--- src/logic/vec_pkg.sv ---
package vec_pkg;

    // ------------------------------------------------------------
    // datapath sizes
    // ------------------------------------------------------------
    localparam int word_bits = 32;
    localparam int vlen_bits = 256;
    localparam int num_words = vlen_bits / word_bits;
    localparam int num_lanes = 2;
    localparam int num_steps = num_words / num_lanes;
    // lengths 0 to 32
    localparam int vl_bits   = 6;

    typedef logic [word_bits-1:0]             word_t;
    typedef logic [vlen_bits-1:0]             vreg_t;
    typedef logic [31:0]                      scalar_t;
    typedef logic [vl_bits-1:0]               vl_t;
    typedef logic [$clog2(num_words)-1:0]     word_idx_t;
    typedef logic [word_bits/8-1:0]           byte_en_t;
    typedef logic [1:0]                       sew_t;
    typedef logic [5:0]                       funct6_t;
    typedef logic [1:0]                       opnd_t;

    // element width codes, 3 behaves as 32 bits
    localparam sew_t sew_e8  = 2'd0;
    localparam sew_t sew_e16 = 2'd1;
    localparam sew_t sew_e32 = 2'd2;

    // ------------------------------------------------------------
    // operation and operand codes
    // ------------------------------------------------------------
    localparam funct6_t op_add  = 6'h00;
    localparam funct6_t op_sub  = 6'h02;
    localparam funct6_t op_minu = 6'h04;
    localparam funct6_t op_maxu = 6'h06;
    localparam funct6_t op_and  = 6'h09;
    localparam funct6_t op_or   = 6'h0a;
    localparam funct6_t op_xor  = 6'h0b;

    localparam opnd_t opnd_vv = 2'd0;
    localparam opnd_t opnd_vx = 2'd1;
    localparam opnd_t opnd_vi = 2'd2;

endpackage

--- src/logic/vec_config.sv ---
`timescale 1ns/1ps

module vec_config (
    input  logic             clk,
    input  logic             rst,
    input  logic             cfg,
    input  vec_pkg::scalar_t cfg_avl,
    input  vec_pkg::sew_t    cfg_sew,
    output vec_pkg::vl_t     vl,
    output vec_pkg::sew_t    sew
);

    vec_pkg::vl_t vl_max;
    vec_pkg::vl_t vl_new;

    // longest vector that fits the register at the requested width
    always_comb begin
        case (cfg_sew)
            vec_pkg::sew_e8:  vl_max = vec_pkg::vl_t'(vec_pkg::vlen_bits / 8);
            vec_pkg::sew_e16: vl_max = vec_pkg::vl_t'(vec_pkg::vlen_bits / 16);
            default:          vl_max = vec_pkg::vl_t'(vec_pkg::vlen_bits / 32);
        endcase
    end

    // vl = min(avl, vlmax)
    always_comb begin
        if (cfg_avl > vec_pkg::scalar_t'(vl_max)) begin
            vl_new = vl_max;
        end else begin
            vl_new = vec_pkg::vl_t'(cfg_avl);
        end
    end

    always_ff @(posedge clk) begin
        if (!rst) begin
            vl  <= '0;
            sew <= vec_pkg::sew_e8;
        end else if (cfg) begin
            vl  <= vl_new;
            sew <= cfg_sew;
        end
    end

endmodule

--- src/logic/vec_dispatch.sv ---
`timescale 1ns/1ps

module vec_dispatch (
    input  logic                                          clk,
    input  logic                                          rst,
    input  logic                                          execute,
    input  vec_pkg::vl_t                                  vl,
    input  vec_pkg::sew_t                                 sew,
    input  vec_pkg::funct6_t                              funct6,
    input  vec_pkg::opnd_t                                opnd,
    input  logic                                          vm,
    input  vec_pkg::vreg_t                                vs1,
    input  vec_pkg::vreg_t                                vs2,
    input  vec_pkg::vreg_t                                vd_old,
    input  vec_pkg::vreg_t                                v0,
    input  vec_pkg::scalar_t                              rs,
    input  logic [4:0]                                    imm,
    output logic                                          busy,
    output logic [vec_pkg::num_lanes-1:0]                 issue,
    output vec_pkg::word_idx_t [vec_pkg::num_lanes-1:0]   word_idx,
    output vec_pkg::word_t [vec_pkg::num_lanes-1:0]       a,
    output vec_pkg::word_t [vec_pkg::num_lanes-1:0]       b,
    output vec_pkg::word_t [vec_pkg::num_lanes-1:0]       old,
    output vec_pkg::byte_en_t [vec_pkg::num_lanes-1:0]    byte_en,
    output vec_pkg::sew_t                                 lane_sew,
    output vec_pkg::funct6_t                              lane_funct6
);

    typedef enum logic {
        st_idle,
        st_run
    } state_t;

    state_t state;
    // counts issue steps, one extra value covers the lane drain
    logic [2:0] step;

    // operand latch
    vec_pkg::vl_t     vl_q;
    vec_pkg::sew_t    sew_q;
    vec_pkg::funct6_t funct6_q;
    vec_pkg::opnd_t   opnd_q;
    logic             vm_q;
    vec_pkg::vreg_t   vs1_q;
    vec_pkg::vreg_t   vs2_q;
    vec_pkg::vreg_t   old_q;
    vec_pkg::vreg_t   v0_q;
    vec_pkg::scalar_t rs_q;
    logic [4:0]       imm_q;

    vec_pkg::word_t   b_rep;

    // ------------------------------------------------------------
    // control
    // ------------------------------------------------------------
    always_ff @(posedge clk) begin
        if (!rst) begin
            state <= st_idle;
            step  <= '0;
        end else begin
            case (state)
                st_idle: begin
                    step <= '0;
                    if (execute) begin
                        state <= st_run;
                    end
                end
                st_run: begin
                    step <= step + 3'd1;
                    if (step == 3'(vec_pkg::num_steps)) begin
                        state <= st_idle;
                    end
                end
                default: state <= st_idle;
            endcase
        end
    end

    always_ff @(posedge clk) begin
        if (state == st_idle && execute) begin
            vl_q     <= vl;
            sew_q    <= sew;
            funct6_q <= funct6;
            opnd_q   <= opnd;
            vm_q     <= vm;
            vs1_q    <= vs1;
            vs2_q    <= vs2;
            old_q    <= vd_old;
            v0_q     <= v0;
            rs_q     <= rs;
            imm_q    <= imm;
        end
    end

    assign busy        = (state == st_run);
    assign lane_sew    = sew_q;
    assign lane_funct6 = funct6_q;

    // scalar or sign-extended immediate, repeated at the element width
    always_comb begin : rep_blk
        vec_pkg::word_t src;
        if (opnd_q == vec_pkg::opnd_vi) begin
            src = {{27{imm_q[4]}}, imm_q};
        end else begin
            src = rs_q;
        end
        case (sew_q)
            vec_pkg::sew_e8:  b_rep = {4{src[7:0]}};
            vec_pkg::sew_e16: b_rep = {2{src[15:0]}};
            default:          b_rep = src;
        endcase
    end

    // ------------------------------------------------------------
    // per-lane word select and byte enables
    // ------------------------------------------------------------
    always_comb begin : lane_blk
        logic [4:0] elem;
        for (int l = 0; l < vec_pkg::num_lanes; l++) begin
            issue[l]    = (state == st_run) && (step < 3'(vec_pkg::num_steps));
            word_idx[l] = vec_pkg::word_idx_t'(step * vec_pkg::num_lanes + l);
            a[l]   = vs2_q[word_idx[l]*vec_pkg::word_bits +: vec_pkg::word_bits];
            old[l] = old_q[word_idx[l]*vec_pkg::word_bits +: vec_pkg::word_bits];
            if (opnd_q == vec_pkg::opnd_vv) begin
                b[l] = vs1_q[word_idx[l]*vec_pkg::word_bits +: vec_pkg::word_bits];
            end else begin
                b[l] = b_rep;
            end
            for (int j = 0; j < vec_pkg::word_bits / 8; j++) begin
                // element that owns byte j of this word
                case (sew_q)
                    vec_pkg::sew_e8:  elem = 5'(word_idx[l] * 4 + j);
                    vec_pkg::sew_e16: elem = 5'(word_idx[l] * 2 + j / 2);
                    default:          elem = 5'(word_idx[l]);
                endcase
                byte_en[l][j] = ({1'b0, elem} < vl_q) && (vm_q || v0_q[elem]);
            end
        end
    end

endmodule

--- src/logic/vec_lane.sv ---
`timescale 1ns/1ps

module vec_lane (
    input  logic               clk,
    input  logic               rst,
    input  logic               issue,
    input  vec_pkg::word_idx_t word_idx,
    input  vec_pkg::word_t     a,
    input  vec_pkg::word_t     b,
    input  vec_pkg::word_t     old,
    input  vec_pkg::byte_en_t  byte_en,
    input  vec_pkg::sew_t      sew,
    input  vec_pkg::funct6_t   funct6,
    output logic               out_valid,
    output vec_pkg::word_idx_t out_idx,
    output vec_pkg::word_t     out_word
);

    vec_pkg::word_t calc;
    vec_pkg::word_t merged;

    // one element, operands zero-extended so min/max stay unsigned
    function automatic vec_pkg::word_t elem_op(
        input vec_pkg::word_t   x,
        input vec_pkg::word_t   y,
        input vec_pkg::funct6_t op
    );
        case (op)
            vec_pkg::op_add:  elem_op = x + y;
            vec_pkg::op_sub:  elem_op = x - y;
            vec_pkg::op_minu: elem_op = (x < y) ? x : y;
            vec_pkg::op_maxu: elem_op = (x > y) ? x : y;
            vec_pkg::op_and:  elem_op = x & y;
            vec_pkg::op_or:   elem_op = x | y;
            vec_pkg::op_xor:  elem_op = x ^ y;
            default:          elem_op = x;
        endcase
    endfunction

    // ------------------------------------------------------------
    // packed element compute
    // ------------------------------------------------------------
    // truncating each result keeps carries inside its element
    always_comb begin : calc_blk
        vec_pkg::word_t tmp;
        calc = '0;
        tmp  = '0;
        case (sew)
            vec_pkg::sew_e8: begin
                for (int i = 0; i < 4; i++) begin
                    tmp = elem_op({24'd0, a[i*8 +: 8]}, {24'd0, b[i*8 +: 8]}, funct6);
                    calc[i*8 +: 8] = tmp[7:0];
                end
            end
            vec_pkg::sew_e16: begin
                for (int i = 0; i < 2; i++) begin
                    tmp = elem_op({16'd0, a[i*16 +: 16]}, {16'd0, b[i*16 +: 16]}, funct6);
                    calc[i*16 +: 16] = tmp[15:0];
                end
            end
            default: begin
                calc = elem_op(a, b, funct6);
            end
        endcase
    end

    // inactive and tail bytes keep the old destination
    always_comb begin
        for (int j = 0; j < vec_pkg::word_bits / 8; j++) begin
            merged[j*8 +: 8] = byte_en[j] ? calc[j*8 +: 8] : old[j*8 +: 8];
        end
    end

    always_ff @(posedge clk) begin
        if (!rst) begin
            out_valid <= 1'b0;
        end else begin
            out_valid <= issue;
        end
    end

    always_ff @(posedge clk) begin
        if (issue) begin
            out_idx  <= word_idx;
            out_word <= merged;
        end
    end

endmodule

--- src/logic/vec_collect.sv ---
`timescale 1ns/1ps

module vec_collect (
    input  logic                                          clk,
    input  logic                                          rst,
    input  logic [vec_pkg::num_lanes-1:0]                 lane_valid,
    input  vec_pkg::word_idx_t [vec_pkg::num_lanes-1:0]   lane_idx,
    input  vec_pkg::word_t [vec_pkg::num_lanes-1:0]       lane_word,
    output vec_pkg::vreg_t                                result,
    output logic                                          done
);

    vec_pkg::vreg_t stage_q;
    vec_pkg::vreg_t stage_next;
    logic [3:0]     count;
    logic [3:0]     count_next;

    // drop incoming words into their slots
    always_comb begin : gather_blk
        logic [3:0] added;
        stage_next = stage_q;
        added      = '0;
        for (int l = 0; l < vec_pkg::num_lanes; l++) begin
            if (lane_valid[l]) begin
                stage_next[lane_idx[l]*vec_pkg::word_bits +: vec_pkg::word_bits] = lane_word[l];
                added = added + 4'd1;
            end
        end
        count_next = count + added;
    end

    always_ff @(posedge clk) begin
        stage_q <= stage_next;
    end

    // result only moves on completion
    always_ff @(posedge clk) begin
        if (!rst) begin
            count  <= '0;
            done   <= 1'b0;
            result <= '0;
        end else begin
            done <= 1'b0;
            if (count_next == 4'(vec_pkg::num_words)) begin
                count  <= '0;
                done   <= 1'b1;
                result <= stage_next;
            end else begin
                count <= count_next;
            end
        end
    end

endmodule

--- src/logic/vec_unit.sv ---
`timescale 1ns/1ps

module vec_unit (
    input  logic             clk,
    input  logic             rst,
    input  logic             cfg,
    input  vec_pkg::scalar_t cfg_avl,
    input  vec_pkg::sew_t    cfg_sew,
    input  logic             execute,
    input  vec_pkg::funct6_t funct6,
    input  vec_pkg::opnd_t   opnd,
    input  logic             vm,
    input  vec_pkg::vreg_t   vs1,
    input  vec_pkg::vreg_t   vs2,
    input  vec_pkg::vreg_t   vd_old,
    input  vec_pkg::vreg_t   v0,
    input  vec_pkg::scalar_t rs,
    input  logic [4:0]       imm,
    output vec_pkg::vreg_t   result,
    output logic             done,
    output logic             busy
);

    vec_pkg::vl_t     vl;
    vec_pkg::sew_t    sew;
    vec_pkg::sew_t    lane_sew;
    vec_pkg::funct6_t lane_funct6;

    // ------------------------------------------------------------
    // dispatcher to lane wiring
    // ------------------------------------------------------------
    logic [vec_pkg::num_lanes-1:0]               issue;
    vec_pkg::word_idx_t [vec_pkg::num_lanes-1:0] word_idx;
    vec_pkg::word_t [vec_pkg::num_lanes-1:0]     a;
    vec_pkg::word_t [vec_pkg::num_lanes-1:0]     b;
    vec_pkg::word_t [vec_pkg::num_lanes-1:0]     old;
    vec_pkg::byte_en_t [vec_pkg::num_lanes-1:0]  byte_en;

    // lane to collector
    logic [vec_pkg::num_lanes-1:0]               out_valid;
    vec_pkg::word_idx_t [vec_pkg::num_lanes-1:0] out_idx;
    vec_pkg::word_t [vec_pkg::num_lanes-1:0]     out_word;

    vec_config u_config (
        .clk(clk), .rst(rst), .cfg(cfg), .cfg_avl(cfg_avl), .cfg_sew(cfg_sew),
        .vl(vl), .sew(sew)
    );

    vec_dispatch u_dispatch (
        .clk(clk), .rst(rst), .execute(execute), .vl(vl), .sew(sew),
        .funct6(funct6), .opnd(opnd), .vm(vm), .vs1(vs1), .vs2(vs2),
        .vd_old(vd_old), .v0(v0), .rs(rs), .imm(imm), .busy(busy),
        .issue(issue), .word_idx(word_idx), .a(a), .b(b), .old(old),
        .byte_en(byte_en), .lane_sew(lane_sew), .lane_funct6(lane_funct6)
    );

    for (genvar i = 0; i < vec_pkg::num_lanes; i++) begin : g_lane
        vec_lane u_lane (
            .clk(clk), .rst(rst), .issue(issue[i]), .word_idx(word_idx[i]),
            .a(a[i]), .b(b[i]), .old(old[i]), .byte_en(byte_en[i]),
            .sew(lane_sew), .funct6(lane_funct6), .out_valid(out_valid[i]),
            .out_idx(out_idx[i]), .out_word(out_word[i])
        );
    end

    vec_collect u_collect (
        .clk(clk), .rst(rst), .lane_valid(out_valid), .lane_idx(out_idx),
        .lane_word(out_word), .result(result), .done(done)
    );

endmodule

--- config.mk ---
export PLATFORM = sky130hd
export DESIGN_NAME = vec_unit
export DESIGN_NICKNAME = d
export VERILOG_FILES = /design/src/logic/vec_pkg.sv /design/src/logic/vec_config.sv /design/src/logic/vec_dispatch.sv /design/src/logic/vec_lane.sv /design/src/logic/vec_collect.sv /design/src/logic/vec_unit.sv
export SDC_FILE = /design/constraint.sdc
export NUM_CORES = 2
export LEC_CHECK = 0
export BUFFER_PORTS_ARGS = -buffer_cell sky130_fd_sc_hd__buf_2
export CAP_MARGIN = 10
export CELL_PAD_IN_SITES_DETAIL_PLACEMENT = 0
export CELL_PAD_IN_SITES_GLOBAL_PLACEMENT = 1
export CORE_AREA = 2 2 530 532
export CTS_CLUSTER_SIZE = 40
export DETAILED_ROUTE_END_ITERATION = 10
export DIE_AREA = 0 0 532 534
export PLACE_DENSITY = 0.54
export SETUP_SLACK_MARGIN = 0.4
export SKIP_CTS_REPAIR_TIMING = 1
export SLEW_MARGIN = 20
export SYNTH_ARGS = -nofsm -noshare
export SYNTH_HDL_FRONTEND = slang
export SYNTH_SLANG_ARGS = --single-unit
--- constraint.sdc ---
create_clock -name clk -period 92.3 [get_ports clk]
set_input_delay 4.615 -clock clk [delete_from_list [all_inputs] [get_ports clk]]
set_output_delay 4.615 -clock clk [all_outputs]
set_load 0.03 [all_outputs]
==> results.tsv <==
stage	metric	value	unit
run_status	status	complete, no violations	
route	vias	55200	
timing	period_needed	9340	ps
route	antenna_left	0	
critical_path	crit_top_cell	buf_4	
clock_tree	clk_path_buf_depth	4	
clock_tree	clock-sinks	1449	
placed_design	dpl.hpwl	260	mm
timing	rsz0062_at_grt	false	
floorplan	die-height	534	um
timing	relSlewSlack	12.2	%
layout	n_fill_cell	28500	
yosys	ys_ff_latch	1449	
yosys	netlist_top_cells_count	edfxtp_1, dfxtp_1, a22o_1, a21oi_1, nand2_1	
power	power.total	0.00176	W
run	drv_cap	0	
floorplan	die_width	532	um
yosys	netlist_instances	5674	
yosys	synth_warnings	0	
yosys	synth.most_common_cell	edfxtp_1	
clock_tree	ctsRootBufferMaster	clkbuf_16	
timing	fin_crit_sh	10.1	%
floorplan	dieArea	284000	sq um
clock_tree	clkLatencyLatePin	860	ps
route	drc	0	
placed_design	gp_congestion	0.919	
timing	skew	62.3	ps
route	wl	337	mm
critical_path	worstPathBufferInverterCount	5	
yosys	synth_ff_type	edfxtp_1	
grt	grt_usage	22.8	%
floorplan	initial_core_util	24.8	%
critical_path	path_max_fanout	40	
yosys	netlist_top_cells_area	edfxtp_1, dfxtp_1, a22o_1, mux4_2, ha_1	
yosys	synth_top_cell_by_area	edfxtp_1	
clock_tree	cts_tree	built	
critical_path	critPathLaunchType	register	
timing	maxSlewViolCount	0	
critical_path	critical_path_class	register to register	
yosys	netlist.area_leader.share	40.0	%
route	wl_per_cell	31.6	um
layout	layout-drive-gt1-share	27.1	%
timing	tns	0	ps
critical_path	cpMaxStageDelayCell	o21ai_0	
critical_path	endpoint_kind	register	
clock_tree	htreeDepth	4	
critical_path	arrival	9780	ps
timing	setup_violations	0	
critical_path	cp_top_family	compound AO/OA/AOI/OAI gates	
power	p_leak	32.6	nW
placed_design	dp_slack	83030	ps
timing	hold_violations	0	
hold_path	hold_class	register to register	
route	drtIter0Drc	5249	
timing	worst_slew_pin_slew	1300	ps
power	power_density	20.8	nW/um^2
timing	fin_ws	82960	ps
grt	grt_overflow	0	
grt	grt_max_degree	149	
yosys	async_flop_share	0	%
clock_tree	clk_pin_slew	60	ps
timing	max_freq	0.107	GHz
critical_path	worstPathCellList	buf_4, buf_4, buf_4, mux4_2, nand2_1, nand2_1, inv_1, ha_1, nor2b_1, a2111oi_2, a21o_1, o211ai_4, a211oi_4, mux2i_2, buf_4, a221oi_1, o21ai_0, a2bb2oi_1, o21ai_0	
layout	fin_nets	8074	
floorplan	io_pins	1366	
yosys	syn_nets	7023	
yosys	avgSynthCellArea	12.2	sq um
yosys	synth_edf_count	920	
critical_path	slowest_delay	1020	ps
grt	grt_antenna_before_repair	164	
floorplan	core	278000	sq um
grt	first_global_vias	53700	
yosys	yosysUniqueCellTypes	110	
critical_path	cp.required	92740	ps
route	dr.pass1.iters	6	
placed_design	place_area	79100	sq um
placed_design	portBuffers	1141	
layout	fin_util	30.5	%
power	irDropWorstVdd	0.0167	mV
floorplan	rows	194	
layout	syn_to_final_growth	22.7	%
route	vias_per_cell	5.18	
layout	finalInstanceArea	84900	sq um
yosys	synth_area	69100	sq um
grt	grt_pass1_wl	455	mm
clock_tree	cts_made_buffers	169	
yosys	yosysSeqAreaShare	55.3	%
metal layers:
layer  part of all wire (%)  GRT usage, %  up-vias
met1                     43          30.5    27600
met2                     44          35.4     2744
met4                    3.7          7.96      100
li1                       -             -    24200
met3                    8.4          5.94      509
met5                   0.19             0        -
layout make-up:
type | instances | area [sq um] | share of cell area, %
Clock buffer | 218 | 4740 | 5.59
Tap cell | 3724 | 4660 | 5.49
Clock inverter | 89 | 757 | 0.892
Multi-Input combinational cell | 3609 | 28600 | 33.8
Sequential cell | 1449 | 38200 | 45.0
Antenna cell | 77 | 193 | 0.227
Inverter | 223 | 837 | 0.986
Timing Repair Buffer | 1273 | 6800 | 8.01
worst paths after layout:
kind	start	end	slack, ps	cells after the start
worst max-delay path	u_dispatch.step[0]	g_lane[1].u_lane.out_word[25]	82960	19
worst min-delay path	u_config.vl[3]	u_dispatch.vl_q[3]	420	0
worst max register to register	u_dispatch.step[0]	g_lane[1].u_lane.out_word[25]	82960	19
worst min register to register	u_config.vl[3]	u_dispatch.vl_q[3]	420	0
per-stage QoR:
stage               hold slack (ps)  instances
floorplan                       408       5674
global placement                420      10300
detailed placement              426      10300
CTS                             413      10600
global route                    426      10600
finish                          424      10700
logic make-up after synthesis:
logic type      Yosys count  share of synthesized area [%]
compound gates         1833                           19.1
flops                  1449                           55.3
simple gates           1050                           7.20
buf+inv                 616                           3.58
mux                     364                           8.72
fa+ha+maj               241                           4.54
xor+xnor                121                           1.53
registers in the layout (all words and copies together), names as in the netlist:
signal                   count
u_dispatch.rs_q             32
u_collect.result           256
g_lane.u_lane.out_word      64
u_dispatch.vs1_q           256
u_dispatch.busy              1
u_dispatch.vm_q              1
u_collect.stage_q          256
g_lane.u_lane.out_idx        2
u_dispatch.vs2_q           256
u_config.vl                  6
u_dispatch.lane_sew          2
u_dispatch.vl_q              6
u_dispatch.imm_q             5
u_dispatch.step              3
u_dispatch.opnd_q            2
u_collect.count              3
u_collect.done               1
u_dispatch.lane_funct6       6
u_config.sew                 2
u_dispatch.old_q           256
u_dispatch.v0_q             32
g_lane.u_lane.out_valid      1
where the power goes:
group          internal (W)  switching [W]  total [W]
sequential         0.000731      0.0000206   0.000752
combinational      0.000116       0.000230   0.000345
clock              0.000381       0.000285   0.000666
total               0.00123       0.000535    0.00176
layout by cell type (no fill, tap or decap), types with 27 or more instances in the layout:
cell | Yosys | routed
mux4_2 | 187 | 187
o22ai_1 | 75 | 75
buf_4 | 15 | 125
a221oi_1 | 54 | 54
nand2b_1 | 44 | 43
buf_2 | 68 | 1141
diode_2 | 0 | 77
clkinv_2 | 0 | 33
xnor2_1 | 107 | 107
edfxtp_1 | 920 | 920
mux2_2 | 27 | 27
mux2i_1 | 148 | 146
nand2_1 | 318 | 309
nand3_1 | 81 | 81
o31ai_1 | 48 | 47
o21ai_0 | 228 | 226
a21oi_1 | 371 | 371
a31oi_1 | 68 | 67
a21o_1 | 39 | 39
nor2b_1 | 65 | 61
nor3_1 | 74 | 70
a211oi_1 | 64 | 64
a22oi_1 | 29 | 29
clkbuf_16 | 0 | 178
o211ai_1 | 42 | 42
dfxtp_1 | 529 | 527
o221ai_1 | 38 | 37
inv_1 | 216 | 216
a221o_1 | 27 | 27
a22o_1 | 516 | 516
nor2_1 | 305 | 294
ha_1 | 225 | 225
(Power assumes the default switching activity.)
